===== src/rtl/dma_ctrl.sv =====
// job sequencer
// idle, load, compute, store; each done pulse starts the next stage
`timescale 1ns/1ps
`default_nettype none

module dma_ctrl (
    input  wire  clk,
    input  wire  rst_n,
    input  wire  start_i,
    input  wire  rd_done_i,
    input  wire  mm_done_i,
    input  wire  wr_done_i,
    output logic done_o,
    output logic rd_start_o,
    output logic mm_start_o,
    output logic wr_start_o
);

    typedef enum logic [1:0] {
        S_IDLE,
        S_LOAD,
        S_COMPUTE,
        S_STORE
    } ctrl_state_e;

    ctrl_state_e state_q;

    always_ff @(posedge clk) begin
        if (!rst_n) begin
            state_q    <= S_IDLE;
            rd_start_o <= 1'b0;
            mm_start_o <= 1'b0;
            wr_start_o <= 1'b0;
        end else begin
            // start pulses last one cycle
            rd_start_o <= 1'b0;
            mm_start_o <= 1'b0;
            wr_start_o <= 1'b0;
            case (state_q)
                // start only taken while idle
                S_IDLE: begin
                    if (start_i) begin
                        state_q    <= S_LOAD;
                        rd_start_o <= 1'b1;
                    end
                end
                S_LOAD: begin
                    if (rd_done_i) begin
                        state_q    <= S_COMPUTE;
                        mm_start_o <= 1'b1;
                    end
                end
                S_COMPUTE: begin
                    if (mm_done_i) begin
                        state_q    <= S_STORE;
                        wr_start_o <= 1'b1;
                    end
                end
                S_STORE: begin
                    if (wr_done_i) begin
                        state_q <= S_IDLE;
                    end
                end
                default: state_q <= S_IDLE;
            endcase
        end
    end

    // high only while idle
    assign done_o = (state_q == S_IDLE);

endmodule

`default_nettype wire


===== config.mk =====
export PLATFORM = sky130hd
export DESIGN_NAME = dma_ctrl
export DESIGN_NICKNAME = d
export VERILOG_FILES = /design/src/rtl/dma_ctrl.sv
export SDC_FILE = /design/constraint.sdc
export NUM_CORES = 1
export LEC_CHECK = 0
export BUFFER_PORTS_ARGS = -buffer_cell sky130_fd_sc_hd__buf_2
export CORE_AREA = 3 3 40 42
export DETAILED_ROUTE_END_ITERATION = 8
export DIE_AREA = 0 0 43 45
export GPL_TIMING_DRIVEN = 0
export PLACE_DENSITY_LB_ADDON = 0.1
export SLEW_MARGIN = 40
export SYNTH_ARGS = -nofsm -noshare
export SYNTH_HDL_FRONTEND = slang
export SYNTH_SLANG_ARGS = --single-unit

===== constraint.sdc =====
create_clock -name clk -period 1.34 [get_ports clk]
set_input_delay 0.335 -clock clk [delete_from_list [all_inputs] [get_ports clk]]
set_output_delay 0.335 -clock clk [all_outputs]
set_load 0.03 [all_outputs]

# Yosys cells after proc, flatten, opt, wreduce, memory -nomap -nowiden
# Index checks and enable logic that the tools add are counted.
# op_classes
n_eq_ne	7
n_mux	8
n_reduce_logical	5
# ops
operator	count
two-way mux 2 bit	4
!= test 2 bit (second input constant)	4
one-hot mux 2 bit (4 select lines)	1
AND reduction 2 bit	3
== test 2 bit (second input constant)	2
AND reduction 4 bit	1
two-way mux 1 bit	3
== test 2 x 1 -> 1 bit (second input constant)	1
logical NOT 2 bit	1
# totals
ff_bits	5
input_bits	6
output_inout_bits	4
word_cells	24

# Depth between registers and ports, before layout
# logic_depth
word_depth	3
mapped_depth	5
mapped_depth_nobuf	5

# Worst setup path after synthesis
# OpenSTA, ideal clock, no wires.
# synth_path
path_type	reg-to-reg
startpoint	reg state_q[0]
endpoint	reg state_q[0]
setup_time_ns	0.125
t_arrival_ns	1.148
required_time_ns	1.215
path_slack_ns	0.067
stages_incl_launch_ff	6
n_path_buf	0
synth_period_minus_slack_ns	1.273
path_cell_list	dfxtp_1 > inv_1 > ha_1 > nand2b_2 > o2111ai_2 > mux2i_1
# synth_between
elab_chain_len	3
word_cells_on_any_way	10
cone_classes	7 x eq/ne; 1 x mux; 2 x reduce/logical
# synth_rtl
element	line_no	text
start, declared	26	ctrl_state_e state_q;
start signal, assigned	30	state_q <= S_IDLE;
start signal, assigned	43	state_q <= S_LOAD;
start signal, assigned	49	state_q <= S_COMPUTE;
logical NOT 2 bit (*)	n/a	
net done_o	13	output logic done_o,
!= test 2 bit (no source line)	n/a	
AND reduction 4 bit (no source line)	n/a	
# The timed path passes the listed nets; every way through them passes the cells marked *.
# A chain may end at the register's enable or synchronous reset.

# Final worst setup path
# layout_path
startpoint	reg state_q[1]
endpoint	out done_o
# layout_between
elab_chain_len	1
# layout_rtl
element	line_no	text
logical NOT 2 bit	70	assign done_o = (state_q == S_IDLE);
end, declared	13	
# No other way between the ends.

==> metrics.md <==
| Metric | Value |
|---|---|
| Nets | `between 50 and 60` |
| Final wirelength | `552 um` |
| Synth Instances | `26` |
| Tmin final | `1.29 ns` |
| Final HPWL DP | `400 um` |
| Top cells by area, synth | `dfxtp_1 38%, ha_1 23%, mux2i_1 7.5%` |
| WP buf/inv | `2` |
| CTS buffer count | `3` |
| Crit. End Element | `output pin` |
| Antenna cells | `0` |
| Slowest CP cell | `dfxtp_4` |
| Crit path arrival time | `0.95 ns` |
| Maximum fanout along the worst path | `4` |
| Final GP Congestion | `approximately 0.71` |
| Final Hold Fails | `0` |
| Site Rows | `13` |
| Post-synthesis sequential area ratio | `0.376` |
| # IOs | `10` |
| Netlist cell types | `11` |
| Syn-to-layout area delta | `45.5%` |
| Post-synth EDFFs | `0` |
| Die height | `45 um` |
| GRT Total Usage | `0.0684` |
| Hold Buf Count CTS | `0` |
| Synth Net Count | `37` |
| Least-Margin Pin Slew | `0.242 ns` |
| Htree depth | `1` |
| Synthesized area per cell | `about 10 sq um` |
| Min-Delay Path Class | `in2reg` |
| Total core area | `between 0.001 and 0.0015 sq mm` |
| Power per Cell Area | `2150 mW/mm^2` |
| Layout cell share with drive strength beyond 1 | `0.513` |
| Worst setup SP type | `register` |
| CP peak stage delay | `about 0.37 ns` |
| Post-route ant nets | `0` |
| RSZ-0062 raised after global routing | `no` |
| Most used flip-flop cell after synthesis | `dfxtp_1` |
| Syn Std Cell Area | `267 sq um` |
| Clk root buf | `clkbuf_4` |
| Tcrit/Tclk final | `0.959` |
| Port bufs | `9` |
| Fin. max-slew vios | `0` |
| WHS | `0.329 ns` |
| Register area | `around 110 sq um` |
| Filler Cells Inserted | `140` |
| Synth top cells by count | `5 x dfxtp_1, 5 x ha_1, 3 x inv_1, 3 x nand2_1` |
| Yosys top cell by area | `dfxtp_1` |
| Die area | `0.00194 sq mm` |
| Drt via density | `3.98` |
| Clock Latency Late Sink | `0.25 ns` |
| Crit-path leading delay family | `flip-flops` |
| Final setup fails | `0` |
| DRT Pass-1 Iters | `4` |
| Reg clk slew, reported paths | `0.05 ns` |
| Post-synth ARST share | `0` |
| First-iteration detailed-routing DRC count | `3` |
| Die X | `43 um` |
| WL/cell | `10.2 um` |
| Cell Count, Final, Fillers Out | `54` |
| Max-cap violations | `0` |
| Highest clock rate | `between 0.7 and 0.8 GHz` |
| Clock skew | `0.00194 ns` |
| Ys Warns | `0` |
| CTS sink cnt | `5` |
| Antenna violations before repair | `0` |
| Detailed-route via count | `215` |
| Worst Path Required | `1.00 ns` |
| Worst ir drop on vdd | `between 0.8 and 0.9 mV` |
| Number of global-route vias before repair | `198` |
| Tot Pwr | `about 830 uW` |
| First-pass GRT wire length | `828 um` |
| DRC violations left | `0` |
| Critical Path, Cell by Cell | `inv_4 -> ha_4 -> buf_6` |
| Result of the run | `finished, final reports clean` |
| Gr ovfl total | `0` |
| Synth Register Bits | `5` |
| Multi-input gate area | `168 sq um` |
| Largest net degree at the start of global routing | `8` |
| Setup tns final | `0 ns` |
| Dpl cells | `50` |
| Top cell type's share of synthesized area | `0.376` |
| Critical path class | `reg2out` |
| CTS Buffer Depth | `2` |
| Initial Util | `0.207` |
| Max transition margin | `0.839` |
| Leakage | `0.000187 uW` |
| CTS tree | `yes` |
[sequential cells by signal, indices dropped and copies added (netlist names)]
| register | count |
|---|---|
| rd_start_o | 1 |
| mm_start_o | 1 |
| wr_start_o | 1 |
| state_q | 2 |
[metal layers]
metal	GRT usage	wire length, um	part of all wire
met5	0	0	0
met4	0.0542	6	0.011
met3	0.0717	69	0.13
met2	0.0838	230	0.42
met1	0.0654	245	0.44
[final timing paths]
kind | from | to | slack, ns | cells past startpoint
setup / recovery | state_q[1] | done_o | 0.05 | 3
hold / removal | rd_done_i | mm_start_o | 0.33 | 2
setup reg to reg | state_q[0] | state_q[0] | 0.18 | 5
hold reg to reg | state_q[1] | state_q[1] | 0.51 | 2
[what timing repair did]
action | CTS | global route
hold endpoints to repair | 0 | 0
setup buffers | 0 | 0
resized for setup | 8 | 4
endpoints found under the setup margin | 1 | 1
[placed cells by master (no fill, tap or decap), types with 2 or more instances in the layout]
cell	count
and3_1	2
dfxtp_4	2
mux2i_1	2
nand2b_1	2
dfxtp_1	3
buf_2	8
clkbuf_4	3
nand2_1	3
inv_4	2
ha_1	4
[power by group]
| group | switching (uW) | internal [uW] | leakage, uW |
|---|---|---|---|
| Combinational | 219 | 182 | 0.000129 |
| Sequential | 45.6 | 207 | 0.0000423 |
| Clock | 67.5 | 113 | 0.0000150 |
[layout make-up]
type / count / share of cell area
flip-flops and latches: 5 / 0.277
well taps: 15 / 0.0484
clock buffers: 4 / 0.0677
multi-input cells: 18 / 0.432
inverters: 3 / 0.0419
repair buffers: 9 / 0.132
[cells by family after synthesis]
group,after synthesis,share of synthesized area
compound gates,2,0.0751
simple gates,9,0.197
buf+inv,3,0.0423
flops,5,0.376
fa+ha+maj,5,0.235
mux,2,0.0751
[per-stage QoR]
step,setup slack [ns],util,cell area [sq um]
after floorplan,0.0667,-,267
after global placement,0.113,0.257,330
after detailed placement,0.107,0.257,330
after CTS,0.0227,0.294,378
after global routing,0.00842,0.302,388
final,0.0544,0.302,388
Power figures use the tool's default switching activity.
