### src/rtl/mem_bus_pkg.sv
// memory bus definitions
// widths, burst length, read ids
// packed payloads of the ar, r, aw and w channels
`default_nettype none

package mem_bus_pkg;

    localparam int ADDR_W    = 32;
    localparam int DATA_W    = 32;
    localparam int LEN_W     = 8;
    localparam int ID_W      = 1;
    localparam int BURST_LEN = 16;

    typedef logic [LEN_W-1:0] len_t;
    typedef logic [ID_W-1:0]  id_t;

    // one id per operand
    localparam id_t ID_A = 1'b0;
    localparam id_t ID_B = 1'b1;

    // read address, len is beats minus one
    typedef struct packed {
        logic [ADDR_W-1:0] addr;
        id_t               id;
        len_t              len;
    } rd_addr_t;

    // read data, id picks the operand
    typedef struct packed {
        logic [DATA_W-1:0] data;
        id_t               id;
        logic              last;
    } rd_data_t;

    typedef struct packed {
        logic [ADDR_W-1:0] addr;
        len_t              len;
    } wr_addr_t;

    typedef struct packed {
        logic [DATA_W-1:0] data;
        logic              last;
    } wr_data_t;

endpackage

`default_nettype wire

### src/rtl/mm_types_pkg.sv
// matrix-multiply data types
// array size, element and accumulator widths
// operand row, buffer write and result tile layouts
`default_nettype none

package mm_types_pkg;

    // array size, also the fixed matrix dimension
    localparam int SA_N   = 4;
    localparam int ELEM_W = 16;
    // sums wrap modulo 2^ACC_W
    localparam int ACC_W  = 32;
    localparam int ROW_AW = $clog2(SA_N);

    typedef logic [ELEM_W-1:0] elem_t;
    typedef logic [ACC_W-1:0]  acc_t;

    // element 0 in the low bits
    typedef elem_t [SA_N-1:0] row_t;

    // one row into operand buffer A or B
    typedef struct packed {
        logic              sel_b;
        logic [ROW_AW-1:0] addr;
        row_t              data;
    } buf_wr_t;

    // row-major, accumulator [i][j] at index i*SA_N+j
    typedef acc_t [SA_N*SA_N-1:0] c_tile_t;

endpackage

`default_nettype wire
### src/rtl/dma_writer.sv
// write side of the DMA
// write address, 16 result beats with wlast, write response
`timescale 1ns/1ps
`default_nettype none

module dma_writer (
    input  wire                            clk,
    input  wire                            rst_n,
    input  wire                            start_i,
    input  wire [mem_bus_pkg::ADDR_W-1:0]  mat_c_addr_i,
    input  wire mm_types_pkg::c_tile_t     tile_i,
    output mem_bus_pkg::wr_addr_t          aw_o,
    output logic                           aw_valid_o,
    input  wire                            aw_ready_i,
    output mem_bus_pkg::wr_data_t          w_o,
    output logic                           w_valid_o,
    input  wire                            w_ready_i,
    input  wire                            b_valid_i,
    output logic                           b_ready_o,
    output logic                           done_o
);

    localparam int BEAT_W = $clog2(mem_bus_pkg::BURST_LEN);

    typedef enum logic [1:0] {
        W_IDLE,
        W_ADDR,
        W_DATA,
        W_RESP
    } wr_state_e;

    wr_state_e         state_q;
    // row-major index into the tile
    logic [BEAT_W-1:0] beat_q;

    always_ff @(posedge clk) begin
        if (!rst_n) begin
            state_q <= W_IDLE;
            beat_q  <= '0;
        end else begin
            case (state_q)
                W_IDLE: begin
                    if (start_i) begin
                        state_q <= W_ADDR;
                        beat_q  <= '0;
                    end
                end
                W_ADDR: begin
                    if (aw_ready_i) begin
                        state_q <= W_DATA;
                    end
                end
                // wvalid stays up through wready gaps
                W_DATA: begin
                    if (w_ready_i) begin
                        beat_q <= beat_q + 1'b1;
                        if (w_o.last) begin
                            state_q <= W_RESP;
                        end
                    end
                end
                // response accepted, bresp ignored
                W_RESP: begin
                    if (b_valid_i) begin
                        state_q <= W_IDLE;
                    end
                end
                default: state_q <= W_IDLE;
            endcase
        end
    end

    always_comb begin
        aw_o.addr = mat_c_addr_i;
        aw_o.len  = mem_bus_pkg::len_t'(mem_bus_pkg::BURST_LEN - 1);
        w_o.data  = tile_i[beat_q];
        w_o.last  = (beat_q == BEAT_W'(mem_bus_pkg::BURST_LEN - 1));
    end

    assign aw_valid_o = (state_q == W_ADDR);
    assign w_valid_o  = (state_q == W_DATA);
    assign b_ready_o  = (state_q == W_RESP);
    // pulse on the b handshake itself
    assign done_o     = (state_q == W_RESP) && b_valid_i;

endmodule

`default_nettype wire

### config.mk
export PLATFORM = sky130hd
export DESIGN_NAME = dma_writer
export DESIGN_NICKNAME = d
export VERILOG_FILES = /design/src/rtl/mem_bus_pkg.sv /design/src/rtl/mm_types_pkg.sv /design/src/rtl/dma_writer.sv
export SDC_FILE = /design/constraint.sdc
export NUM_CORES = 1
export LEC_CHECK = 0
export BUFFER_PORTS_ARGS = -buffer_cell sky130_fd_sc_hd__buf_2
export CAP_MARGIN = 20
export CORE_AREA = 2 2 246 248
export CTS_CLUSTER_DIAMETER = 150
export DETAILED_ROUTE_END_ITERATION = 7
export DIE_AREA = 0 0 248 250
export HOLD_SLACK_MARGIN = 0.06
export SYNTH_ARGS = -nofsm -noshare
export SYNTH_HDL_FRONTEND = slang
export SYNTH_SLANG_ARGS = --single-unit
### constraint.sdc
create_clock -name clk -period 2.3 [get_ports clk]
set_input_delay 0.23 -clock clk [delete_from_list [all_inputs] [get_ports clk]]
set_output_delay 0.23 -clock clk [all_outputs]
set_load 0.1 [all_outputs]
Word-level counts from Yosys, hierarchy flattened
Index checks and enable logic that the tools add are counted.

storage, ports and cells
  word-level logic and storage cells = 29
  bits in registers = 6
  output and inout port bits = 77
  input port bits = 550

operators by class
  eq/ne operators = 9
  add/subtract/negate cells = 1
  reductions and logical operators = 5
  magnitude comparators = 1
  muxes and demuxes = 11

operator list
  kind                                                                          number
  32-bit binary-select mux with 4-bit select                                    1
  32-bit 2-to-1 mux                                                             1
  2-bit 2-to-1 mux                                                              5
  4-bit 2-to-1 mux                                                              2
  2-bit one-hot mux with 4 select lines                                         1
  4-bit one-hot mux with 2 select lines                                         1
  2-bit != test, second input constant                                          3
  4-bit by 5-bit less-than comparator with 1-bit output, second input constant  1
  5-bit AND reduction                                                           1
  4-bit by 1-bit adder with 4-bit output, second input constant                 1
  2-bit equality test, second input constant                                    2
  4-bit equality test, second input constant                                    1
  2-bit by 1-bit != test with 1-bit output, second input constant               2
  3-bit AND reduction                                                           1
  2-bit by 1-bit equality test with 1-bit output, second input constant         1
  2-bit zero test                                                               1
  2-bit nonzero test                                                            1
  1-bit logical AND                                                             1

Depth between registers and ports, before layout
  depth in word-level cells = 4
  mapped depth = 7

Least setup slack after synthesis
Ideal clock, no wire load.

  kind = register -> output
  start point = reg beat_q[0]
  end point = out w_o[21] (netlist name)
  cell stages (with the launch flop) = 7
  arrival time = 2.448 ns
  setup slack = -0.378 ns
  cells stage by stage = dfxtp_1 -> buf_6 -> buf_4 -> nand2b_1 -> clkbuf_1 -> o22ai_1 -> nor2_1

RTL lines
  what                      line              RTL
  start: declaration        dma_writer.sv:34  logic [BEAT_W-1:0] beat_q;
  start signal: assignment  dma_writer.sv:56  beat_q <= beat_q + 1'b1;
  end: declaration          dma_writer.sv:15  output mem_bus_pkg::wr_data_t w_o,

==> run metrics <==
via/cell ratio=3.70; Cell Area, Synth=0.00456 mm2; top cells by area, synth=mux4_2 (56%), o22ai_1 (8.8%), mux4_1 (8.6%); Crit-path slowest cell=mux4_2; final count of hold timing violations=0; Die Footprint=0.0620 mm2; Post-Layout Inst Area=0.00907 mm2; Tmin final=2.28 ns; antenna viol nets, final=0; WL per Instance=21.0 um; Pleak=3.81 nW; TritonCTS clock tree=done; Clock transition at path regs=0.05 ns; Worst EP arrival=2.05 ns; cell mode on critical path=buf_12; initial antenna violation count=25; I/O pin count=627; placed cell area=0.00867 mm2; ratio of cells with drive above 1 in the final layout=87.1%; setup violators final=0; status=complete, no violations; Crit Path Class=reg -> out; IO Port Bufs=554; Synth Flop Type=dfxtp_1; htree depth=1; RSZ-0062 raised after global routing=true; top-count cell post-synth=mux4_2; Seq/Total Area, Yosys=2.63%; Worst Clk Skew=0.00819 ns; Final Power=3.31 mW; Netlist cell types=33; Worst Setup End Kind=output port; Mean Syn Cell Area=12.6 um2; count of non-filler cells in the finished layout=1,686; Initial Utilization=7.66%; worst-path cell chain=buf_12 > buf_16 > buf_4 > mux4_2 > o22ai_2 > nor2_2 > buf_12; Sink Count=6; Slew Viols, Final=0; clk_lat worst skew=0.24 ns; f_max=439 MHz; Vias=6,241; chip height=250 um; Critical Path RT=2.07 ns; worst hold slack=0.239 ns; clk root buf=clkbuf_16; area leader, netlist=mux4_2; wirelength, routed=35.5 mm; total iterations of the first detailed-routing run=4; synth-to-layout area growth=98.8%; Pwr per Cell Area=365 mW/mm2; relative slew slack=66.1%; hold crit path type=in -> reg; crit path launch type=register; worst vdd ir=0.346 mV; Final Net Count=1,448; first-pass GRT wire length=44.2 mm; ys async rst share=0%; CP max FO=16; Post-synth EDFFs=0; grt ovf=0; GP Congestion=0.917; CTS Buf Count=3; Synth top area share=55.8%; synth warn=0; Post-Syn Instances=362; HPWL Detailed=31.0 mm; final period utilization=98.9%; initial DRC count=309; Inst Count DP=1,654; residual DRC count=0; largest net degree at the start of global routing=43; worst stage delay on the critical path=0.50 ns; top post-synthesis cells by count=mux4_2 (113), o22ai_1 (64), buf_4 (46); worst slew pin tran=0.511 ns; Core Region=0.0596 mm2; chip width=248 um; #FFs+latches synth=6; total track usage=10.2%; Max clock buf depth=2; site row count=90; vias in the first global route=6,694; Max-Cap Viols=0
-- placed cells by master, fill, tap and decap left out, types with 4 or more instances in the layout --
cell	n
conb_1	8
o22ai_1	50
nor2b_1	4
buf_6	5
mux4_2	114
buf_4	30
mux4_1	14
o22ai_2	14
nor2_2	32
buf_2	521
inv_1	6
buf_12	41
clkbuf_16	5
ha_1	6
a21oi_1	5
diode_2	14
-- worst max-delay path, delay by kind of cell (launching register included) --
family | cells | cell delay, ns
compound gates | 1 | 0.15
buf+inv | 4 | 0.64
flops | 1 | 0.37
mux | 1 | 0.50
simple gates | 1 | 0.07
-- area by class of cell --
type	count	area, um2
flip-flops and latches	6	131
multi-input cells	272	3980
inverters	6	22.5
clock buffers	4	78.8
fillers	6769	50500
repair buffers	602	3840
well taps	782	978
diodes	14	35.0
-- power by group --
group	internal [mW]	switching [mW]
Combinational	1.26	1.58
Sequential	0.123	0.0297
Clock	0.234	0.0934
Total	1.61	1.70
-- worst paths after layout --
check | start | slack [ns] | cells past startpoint | to
worst min register to register | state_q[0] | 0.59 | 2 | state_q[0]
worst min-delay path | start_i | 0.24 | 2 | beat_q[3]
worst max-delay path | beat_q[1] | 0.02 | 7 | w_o[19]
worst max register to register | state_q[0] | 0.36 | 6 | beat_q[1]
-- stage by stage --
step	utilization, %	TNS (ns)	setup slack (ns)
final	15.2	0	0.0246
after CTS	14.8	-0.00951	-0.00747
after detailed placement	14.6	0	0.190
after floorplan	-	0	0.0252
after global placement	14.6	0	0.197
after global routing	15.2	-0.173	-0.0289
-- kinds of logic (layout without fill, tap and decap cells) --
kind of cell	count (synthesis)	count (layout)	synth area share [%]
muxes	129	129	64.6
and+or+nand+nor	53	53	5.35
buffers and inverters	90	612	14.5
other	2	22	0.165
xor gates and xnor gates	1	1	0.192
DFF	6	6	2.63
AOI/OAI and AO/OA	74	74	10.6
adders and majority gates	7	7	1.92
-- what timing repair did --
item	CTS	global route
endpoints found under the setup margin	10	21
pin swaps	0	0
gates cloned	0	2
setup buffers	1	11
resized for setup	9	15
hold buffers	0	0
-- flip-flops by register name (all words and copies together) (netlist names) --
signal / cells
beat_q: 4
state_q: 2
-- layer usage --
layer	routed length (um)	track usage, %	share of wire [%]	up-vias
met5	65	0	0.18	-
met3	4000	3.22	11	105
met1	12500	11.1	35	3024
met2	16700	17.4	47	483
li1	-	-	-	2617
met4	2170	5.77	6.1	12
(Power assumes the default switching activity.)
