--- src/rtl/mem_bus_pkg.sv ---
// memory bus definitions
// widths, burst length, read ids
// packed payloads of the ar, r, aw and w channels
`default_nettype none

package mem_bus_pkg;

    localparam int ADDR_W    = 32;
    localparam int DATA_W    = 32;
    localparam int LEN_W     = 8;
    localparam int ID_W      = 1;
    localparam int BURST_LEN = 16;

    typedef logic [LEN_W-1:0] len_t;
    typedef logic [ID_W-1:0]  id_t;

    // one id per operand
    localparam id_t ID_A = 1'b0;
    localparam id_t ID_B = 1'b1;

    // read address, len is beats minus one
    typedef struct packed {
        logic [ADDR_W-1:0] addr;
        id_t               id;
        len_t              len;
    } rd_addr_t;

    // read data, id picks the operand
    typedef struct packed {
        logic [DATA_W-1:0] data;
        id_t               id;
        logic              last;
    } rd_data_t;

    typedef struct packed {
        logic [ADDR_W-1:0] addr;
        len_t              len;
    } wr_addr_t;

    typedef struct packed {
        logic [DATA_W-1:0] data;
        logic              last;
    } wr_data_t;

endpackage

`default_nettype wire

--- src/rtl/mm_types_pkg.sv ---
// matrix-multiply data types
// array size, element and accumulator widths
// operand row, buffer write and result tile layouts
`default_nettype none

package mm_types_pkg;

    // array size, also the fixed matrix dimension
    localparam int SA_N   = 4;
    localparam int ELEM_W = 16;
    // sums wrap modulo 2^ACC_W
    localparam int ACC_W  = 32;
    localparam int ROW_AW = $clog2(SA_N);

    typedef logic [ELEM_W-1:0] elem_t;
    typedef logic [ACC_W-1:0]  acc_t;

    // element 0 in the low bits
    typedef elem_t [SA_N-1:0] row_t;

    // one row into operand buffer A or B
    typedef struct packed {
        logic              sel_b;
        logic [ROW_AW-1:0] addr;
        row_t              data;
    } buf_wr_t;

    // row-major, accumulator [i][j] at index i*SA_N+j
    typedef acc_t [SA_N*SA_N-1:0] c_tile_t;

endpackage

`default_nettype wire
--- src/rtl/dma_reader.sv ---
// read side of the DMA
// two read bursts for A and B, per-operand row packing
// row writes into the engine operand buffers
`timescale 1ns/1ps
`default_nettype none

module dma_reader (
    input  wire                              clk,
    input  wire                              rst_n,
    input  wire                              start_i,
    input  wire [mem_bus_pkg::ADDR_W-1:0]    mat_a_addr_i,
    input  wire [mem_bus_pkg::ADDR_W-1:0]    mat_b_addr_i,
    output mem_bus_pkg::rd_addr_t            ar_o,
    output logic                             ar_valid_o,
    input  wire                              ar_ready_i,
    input  wire mem_bus_pkg::rd_data_t       r_i,
    input  wire                              r_valid_i,
    output logic                             r_ready_o,
    output mm_types_pkg::buf_wr_t            buf_wr_o,
    output logic                             buf_wr_en_o,
    output logic                             done_o
);

    localparam int ELEM_CNT_W = mm_types_pkg::ROW_AW;
    localparam int ROW_CNT_W  = mm_types_pkg::ROW_AW + 1;
    // holds the first SA_N-1 elements of a row
    localparam int SHIFT_W    = (mm_types_pkg::SA_N - 1) * mm_types_pkg::ELEM_W;

    logic                  ar_valid_q;
    logic                  ar_sel_b_q;
    logic                  r_ready_q;
    logic                  done_q;
    // index 0 packs A, index 1 packs B
    logic [SHIFT_W-1:0]    shift_q    [2];
    logic [ELEM_CNT_W-1:0] elem_cnt_q [2];
    logic [ROW_CNT_W-1:0]  row_cnt_q  [2];

    logic                  beat;
    logic                  op;
    logic                  row_end;
    logic                  last_row;
    mm_types_pkg::elem_t   elem;

    assign beat = r_valid_i && r_ready_q;
    // beat id selects the packer
    assign op   = (r_i.id == mem_bus_pkg::ID_B);
    // element in the low half, upper bits dropped
    assign elem = r_i.data[mm_types_pkg::ELEM_W-1:0];

    assign row_end  = beat && (elem_cnt_q[op] == ELEM_CNT_W'(mm_types_pkg::SA_N - 1));
    // final row of this operand while the other one is already complete
    assign last_row = row_end
                   && (row_cnt_q[op] == ROW_CNT_W'(mm_types_pkg::SA_N - 1))
                   && (row_cnt_q[!op] == ROW_CNT_W'(mm_types_pkg::SA_N));

    // address beat, A first then B
    always_comb begin
        ar_o.addr = ar_sel_b_q ? mat_b_addr_i : mat_a_addr_i;
        ar_o.id   = ar_sel_b_q ? mem_bus_pkg::ID_B : mem_bus_pkg::ID_A;
        ar_o.len  = mem_bus_pkg::len_t'(mem_bus_pkg::BURST_LEN - 1);
    end

    always_ff @(posedge clk) begin
        if (!rst_n) begin
            ar_valid_q <= 1'b0;
            ar_sel_b_q <= 1'b0;
            r_ready_q  <= 1'b0;
            done_q     <= 1'b0;
            for (int op_i = 0; op_i < 2; op_i++) begin
                elem_cnt_q[op_i] <= '0;
                row_cnt_q[op_i]  <= '0;
            end
        end else begin
            done_q <= 1'b0;
            if (start_i) begin
                ar_valid_q <= 1'b1;
                ar_sel_b_q <= 1'b0;
                r_ready_q  <= 1'b1;
                for (int op_i = 0; op_i < 2; op_i++) begin
                    elem_cnt_q[op_i] <= '0;
                    row_cnt_q[op_i]  <= '0;
                end
            end else begin
                // A accepted, switch to B; B accepted, drop valid
                if (ar_valid_q && ar_ready_i) begin
                    if (ar_sel_b_q) begin
                        ar_valid_q <= 1'b0;
                    end
                    ar_sel_b_q <= 1'b1;
                end
                // element counter wraps each row
                if (beat) begin
                    elem_cnt_q[op] <= elem_cnt_q[op] + 1'b1;
                    if (row_end) begin
                        row_cnt_q[op] <= row_cnt_q[op] + 1'b1;
                    end
                end
                if (last_row) begin
                    r_ready_q <= 1'b0;
                    done_q    <= 1'b1;
                end
            end
        end
    end

    // new element enters at the top, element 0 ends up lowest
    always_ff @(posedge clk) begin
        if (beat) begin
            shift_q[op] <= {elem, shift_q[op][SHIFT_W-1:mm_types_pkg::ELEM_W]};
        end
    end

    // row write in the same cycle as its last beat
    always_comb begin
        buf_wr_o.sel_b = op;
        buf_wr_o.addr  = row_cnt_q[op][mm_types_pkg::ROW_AW-1:0];
        buf_wr_o.data  = {elem, shift_q[op]};
    end

    assign buf_wr_en_o = row_end;
    assign ar_valid_o  = ar_valid_q;
    assign r_ready_o   = r_ready_q;
    assign done_o      = done_q;

endmodule

`default_nettype wire

--- config.mk ---
export PLATFORM = sky130hd
export DESIGN_NAME = dma_reader
export DESIGN_NICKNAME = d
export VERILOG_FILES = /design/src/rtl/mem_bus_pkg.sv /design/src/rtl/mm_types_pkg.sv /design/src/rtl/dma_reader.sv
export SDC_FILE = /design/constraint.sdc
export NUM_CORES = 1
export LEC_CHECK = 0
export BUFFER_PORTS_ARGS = -buffer_cell sky130_fd_sc_hd__buf_2
export CAP_MARGIN = 20
export CORE_MARGIN = 4
export CORE_UTILIZATION = 47
export DETAILED_ROUTE_END_ITERATION = 10
export PLACE_DENSITY = 0.84
export SLEW_MARGIN = 20
export SYNTH_ARGS = -nofsm -noshare
export SYNTH_HDL_FRONTEND = slang
export SYNTH_SLANG_ARGS = --single-unit
--- constraint.sdc ---
create_clock -name clk -period 3.91 [get_ports clk]
set_input_delay 0.1955 -clock clk [delete_from_list [all_inputs] [get_ports clk]]
set_output_delay 0.1955 -clock clk [all_outputs]
set_load 0.01 [all_outputs]
==> Yosys cells after proc, flatten, opt, wreduce, memory -nomap -nowiden <==
Memory sizes are Yosys's and may differ from the RTL's.
Cells that the tools add are included.
Widths: inputs -> output; s select.
{ "totals": {"regBits": 4, "ram_bits": 106, "out_inout_bits": 112, "word_cells": 62, "n_memories": 3} }
{ "classes": {"add_sub_neg": 2, "n_eq_ne": 3, "n_mux": 32, "bitwise_logic": 5, "reduce_logical": 13} }
{ "memory_table": {"columns": ["name", "depth", "width", "read_ports", "rd_ports_with_merged_regs", "wr", "line_no", "source"], "rows": [
  ["shift_q", 2, 48, 1, 0, 1, "dma_reader.sv:34", "logic [SHIFT_W-1:0] shift_q [2];"],
  ["row_cnt_q", 2, 3, 2, 0, 2, "dma_reader.sv:36", "logic [ROW_CNT_W-1:0] row_cnt_q [2];"],
  ["elem_cnt_q", 2, 2, 1, 0, 2, "dma_reader.sv:35", "logic [ELEM_CNT_W-1:0] elem_cnt_q [2];"]
]} }
{ "op_table": {"columns": ["cell", "count"], "rows": [
  ["$mux 32", 1],
  ["$mux 1", 25],
  ["$mux 3", 3],
  ["$mux 2", 3],
  ["$reduce_bool 2->1", 3],
  ["$logic_and 1x1->1", 5],
  ["$or 1x1->1", 4],
  ["$reduce_or 2->1", 2],
  ["$add 3x1->3 const B", 1],
  ["$eq 3x2->1 const B", 1],
  ["$eq 3x3->1 const B", 1],
  ["$reduce_or 3->1", 1],
  ["$add 2x1->2 const B", 1],
  ["$eq 2x2->1 const B", 1],
  ["$reduce_and 2->1", 1],
  ["$logic_not 1->1", 1],
  ["$not 1->1", 1]
]} }

==> Longest topological paths before layout <==
An unclocked memory read counts as a cell.
{ "logic_depth": {"depth_word": 10, "ltp_mapped": 8, "depth_no_buf": 6} }

==> Worst setup path before layout <==
Ideal clock, no wire load.
{ "synth_timing": {"path_kind": "reg2reg", "startpoint": "register r_ready_q, in the netlist r_ready_o", "endpoint": "memory shift_q[0][0] (netlist bit) (enable)", "setup_ns": 0.454, "arrival_ns": 2.552, "slack_ns": 0.905, "path_stages_with_launch": 3, "cell_sequence": "dfxtp_1 > nand2_1 > nor2_1"} }
{ "synth_between": {"elab_chain_cells": 3} }
{ "synth_rtl": {"columns": ["element", "line_no", "source"], "rows": [
  ["start: declaration", "dma_reader.sv:31", "logic r_ready_q;"],
  ["start signal: assignment", "dma_reader.sv:67", "r_ready_q <= 1'b0;"],
  ["start signal: assignment", "dma_reader.sv:78", "r_ready_q <= 1'b1;"],
  ["start signal: assignment", "dma_reader.sv:99", "r_ready_q <= 1'b0;"],
  ["$logic_and 1x1->1", "dma_reader.sv:44", "assign beat = r_valid_i && r_ready_q;"],
  ["$mux 1", "dma_reader.sv:108", "if (beat) begin"],
  ["$mux 1 (implied by the code)", "dma_reader.sv:109", "shift_q[op] <= {elem, shift_q[op][SHIFT_W-1:mm_types_pkg::ELEM_W]};"],
  ["end: declaration", "dma_reader.sv:34", null]
]} }
No other way between the ends.

==> metrics.md <==
| Metric | Value |
|---|---|
| Status | `completed` |
| # DRC | `0` |
| Final Hold Viols | `0` |
| Yosys reg bits | `between 100 and 150` |
| CP max FO | `24` |
| Clock Skew | `approximately 0.013 ns` |
| Setup-failing EPs final | `0` |
| Clk network pwr share | `0.284` |
| Hold worst-path end | `shift_q[0][34]` |
| Vias per inst | `~5` |
| Number of global-route vias before repair | `2870` |
| Setup Crit Path Kind | `flop to output port` |
| Core Box Area | `between 9000 and 10000 sq um` |
| Worst min path class | `input pin to flop` |
| Rel. slew slack | `0.4105` |
| CP endpoint kind | `output port` |
| First-pass GRT wire length | `15080 um` |
| Max stage delay cell, worst path | `dfxtp_1` |
| Drt first pass iters | `4` |
| Area growth from synthesis to layout | `23.52%` |
| Leak pwr | `2.365 nW` |
| Sw Pwr | `around 0.53 mW` |
| CTS root buffer | `clkbuf_8` |
| WP buf/inv | `2` |
| FF-to-FF setup slack | `about 1.9 ns` |
| Initial antenna violation count | `3` |
| Pins Over Slew Limit | `0` |
| CTS max path bufs | `2` |
| Die Y | `~110 um` |
| Initial Utilization | `0.4848` |
| Post-Syn Instances | `around 280` |
| Async S/R FF share, synth | `0` |
| Netlist cell types | `26` |
| Seq pwr share | `0.600` |
| Max frequency | `~0.48 GHz` |
| Data required, critical path | `roughly 3.7 ns` |
| CTS clk-pin slew, worst paths | `roughly 0.11 ns` |
| Die area | `11800 sq um` |
| Crit Reg-Reg Endpoint | `shift_q[0][32]` |
| IO buf count | `189` |
| Pint | `about 1.7 mW` |
| Area leader, netlist | `edfxtp_1` |
| Hold Path Origin | `r_i[4]` |
| Total number of vias | `approximately 2900` |
| Period utilization | `0.5345` |
| Total CTS buffers | `9` |
| H-Tree Depth | `3` |
| Grt ovf | `0` |
| Mapped Avg Cell Area | `17.25 sq um` |
| Final Cell Area | `slightly below 6000 sq um` |
| Hold path cells | `1` |
| Synth warn | `0` |
| Number of placed I/O pins | `roughly 220` |
| Drt first-iter violations | `roughly 210` |
| CTS tree | `built` |
| CP cell instances | `buf_4 -> mux2_2 -> buf_2` |
| Global Route Usage Sum | `0.1749` |
| Share of Yosys cell area claimed by the top area cell type | `0.6686` |
| NumNets Final | `about 560` |
| Setup total negative slack | `0 ns` |
| Layout cell share with drive strength beyond 1 | `0.6477` |
| Largest delay share family, worst path | `flip-flops` |
| WL/cell | `between 15 and 20 um` |
| Largest net degree at the start of global routing | `a little under 50` |
| Post-route ant nets | `0` |
| Dpl hpwl | `7935 um` |
| CP startpoint | `ar_sel_b_q` |
| Crit start category | `flop` |
| Sw Ratio | `0.2405` |
| Min cycle time layout | `2.090 ns` |
| Post-Syn Area | `between 4000 and 5000 sq um` |
| EDFF count, synth | `~110` |
| Num rows | `36` |
| PwrDens | `roughly 380 nW/um^2` |
| Fin util | `0.5989` |
| RD Place Congestion | `around 0.84` |
| Die width | `~110 um` |
| Worst vdd ir | `between 0.0003 and 0.0004 V` |
| Seq/Total Area, Yosys | `0.6854` |
| DP Area | `around 5600 sq um` |
| RSZ-0062 raised after global routing | `no` |
| Worst slew pin tran | `between 0.8 and 0.9 ns` |
| CTS sink cnt | `110` |
| Combinational share of power | `0.115` |
| Max incr delay on CP | `around 0.61 ns` |
| R2R depth | `3` |
| Worst EP arrival | `~1.9 ns` |
| R2r startpoint | `r_ready_o` |
| Pwr Total | `2.223 mW` |
| Main area contributors after synthesis | `edfxtp_1 (67%), mux2_2 (20%), buf_4 (5.4%)` |
| DRT Wirelength | `between 10000 and 15000 um` |
| Worst skew pair latency | `0.36 ns` |
| Top FF cell, synth | `edfxtp_1` |
| Max cap viols | `0` |
| Postcts setup bufs | `0` |
-- power by group through the flow --
stage / clock (mW) / sequential, mW / combinational, mW
after floorplan: 0 / 1.36 / 0.156
after global placement: 0 / 1.36 / 0.250
after detailed placement: 0 / 1.36 / 0.256
after CTS: 0.646 / 1.33 / 0.257
after global routing: 0.709 / 1.34 / 0.280
final: 0.632 / 1.33 / 0.257
-- what timing repair did --
action | in CTS | in global routing
gates resized for setup | 0 | 0
hold buffers | 0 | 4
endpoints found under the hold margin | 0 | 8
-- per-layer routing --
layer / up-vias / global-route usage / part of all wire
met5: - / 0 / 0
li1: 1366 / - / -
met2: 140 / 0.3266 / 0.54
met1: 1380 / 0.1816 / 0.35
met4: 0 / 0.07935 / 0.020
met3: 16 / 0.04737 / 0.087
-- Yosys cell counts (2+ instances only) --
library cell,count
edfxtp_1,106
mux2_2,84
buf_4,34
nor2_1,9
nand2_1,6
dfxtp_1,4
inv_1,4
a21oi_1,3
ha_1,3
nand3_1,3
o21ai_0,3
buf_2,2
conb_1,2
-- cells by family (layout without fill, tap and decap cells) --
logic type,count (synthesis),count (layout),share of synthesized area
buf+inv,41,216,0.06123
other cells,2,11,0.001577
flops,110,110,0.6854
fa+ha+maj,3,3,0.007885
compound gates,7,7,0.009723
mux,85,85,0.2008
simple gates,28,28,0.03338
-- worst register-to-register path, cell delays in order, from the launching register on --
cell	delay [ns]
dfxtp_1	0.40
nand2_1	0.15
nor2_4	0.70
buf_4	0.43
-- how the worst max path moves through the flow --
stage,cells past startpoint,endpoint
after detailed placement,3,shift_q[1][21]
after floorplan,2,shift_q[0][0]
after CTS,3,ar_o[17]
after global routing,3,ar_o[17]
final,3,ar_o[17]
after global placement,3,shift_q[1][37]
-- state kept, by name, summed over array words and instances, names as in the netlist --
signal      cells
shift_q        96
done_o          1
elem_cnt_q      4
row_cnt_q       6
ar_sel_b_q      1
ar_valid_o      1
r_ready_o       1
-- stage by stage --
stage / instances / setup slack (ns) / hold slack (ns)
after global placement: 570 / 1.785 / 0.3926
after floorplan: 282 / 0.9047 / 0.2944
after CTS: 586 / 1.808 / 0.008157
after global routing: 593 / 1.738 / 0.0007949
after detailed placement: 570 / 1.763 / 0.3979
final: 593 / 1.820 / 0.02625
-- cells in the final DEF (no fill, tap or decap), types with 2 or more instances in the layout --
cell,n
inv_6,3
dfxtp_1,4
nand3_1,3
mux2_2,84
ha_1,3
buf_2,189
buf_4,3
diode_2,3
a21oi_1,3
conb_1,8
dlygate4sd3_1,4
o21ai_0,3
inv_1,3
edfxtp_1,106
nor2_1,8
clkbuf_8,9
nand2_1,6
clkinv_1,2
-- cell type report --
class	count	area (sq um)
sequential	110	3263
inverter	4	16.27
antenna	3	7.507
clock inverter	7	58.81
clock buffer	9	123.9
tap	133	166.4
fill	774	3939
timing repair buffer	196	1008
multi-input combinational	131	1236
No activity file was read; power rests on OpenSTA's default activity.
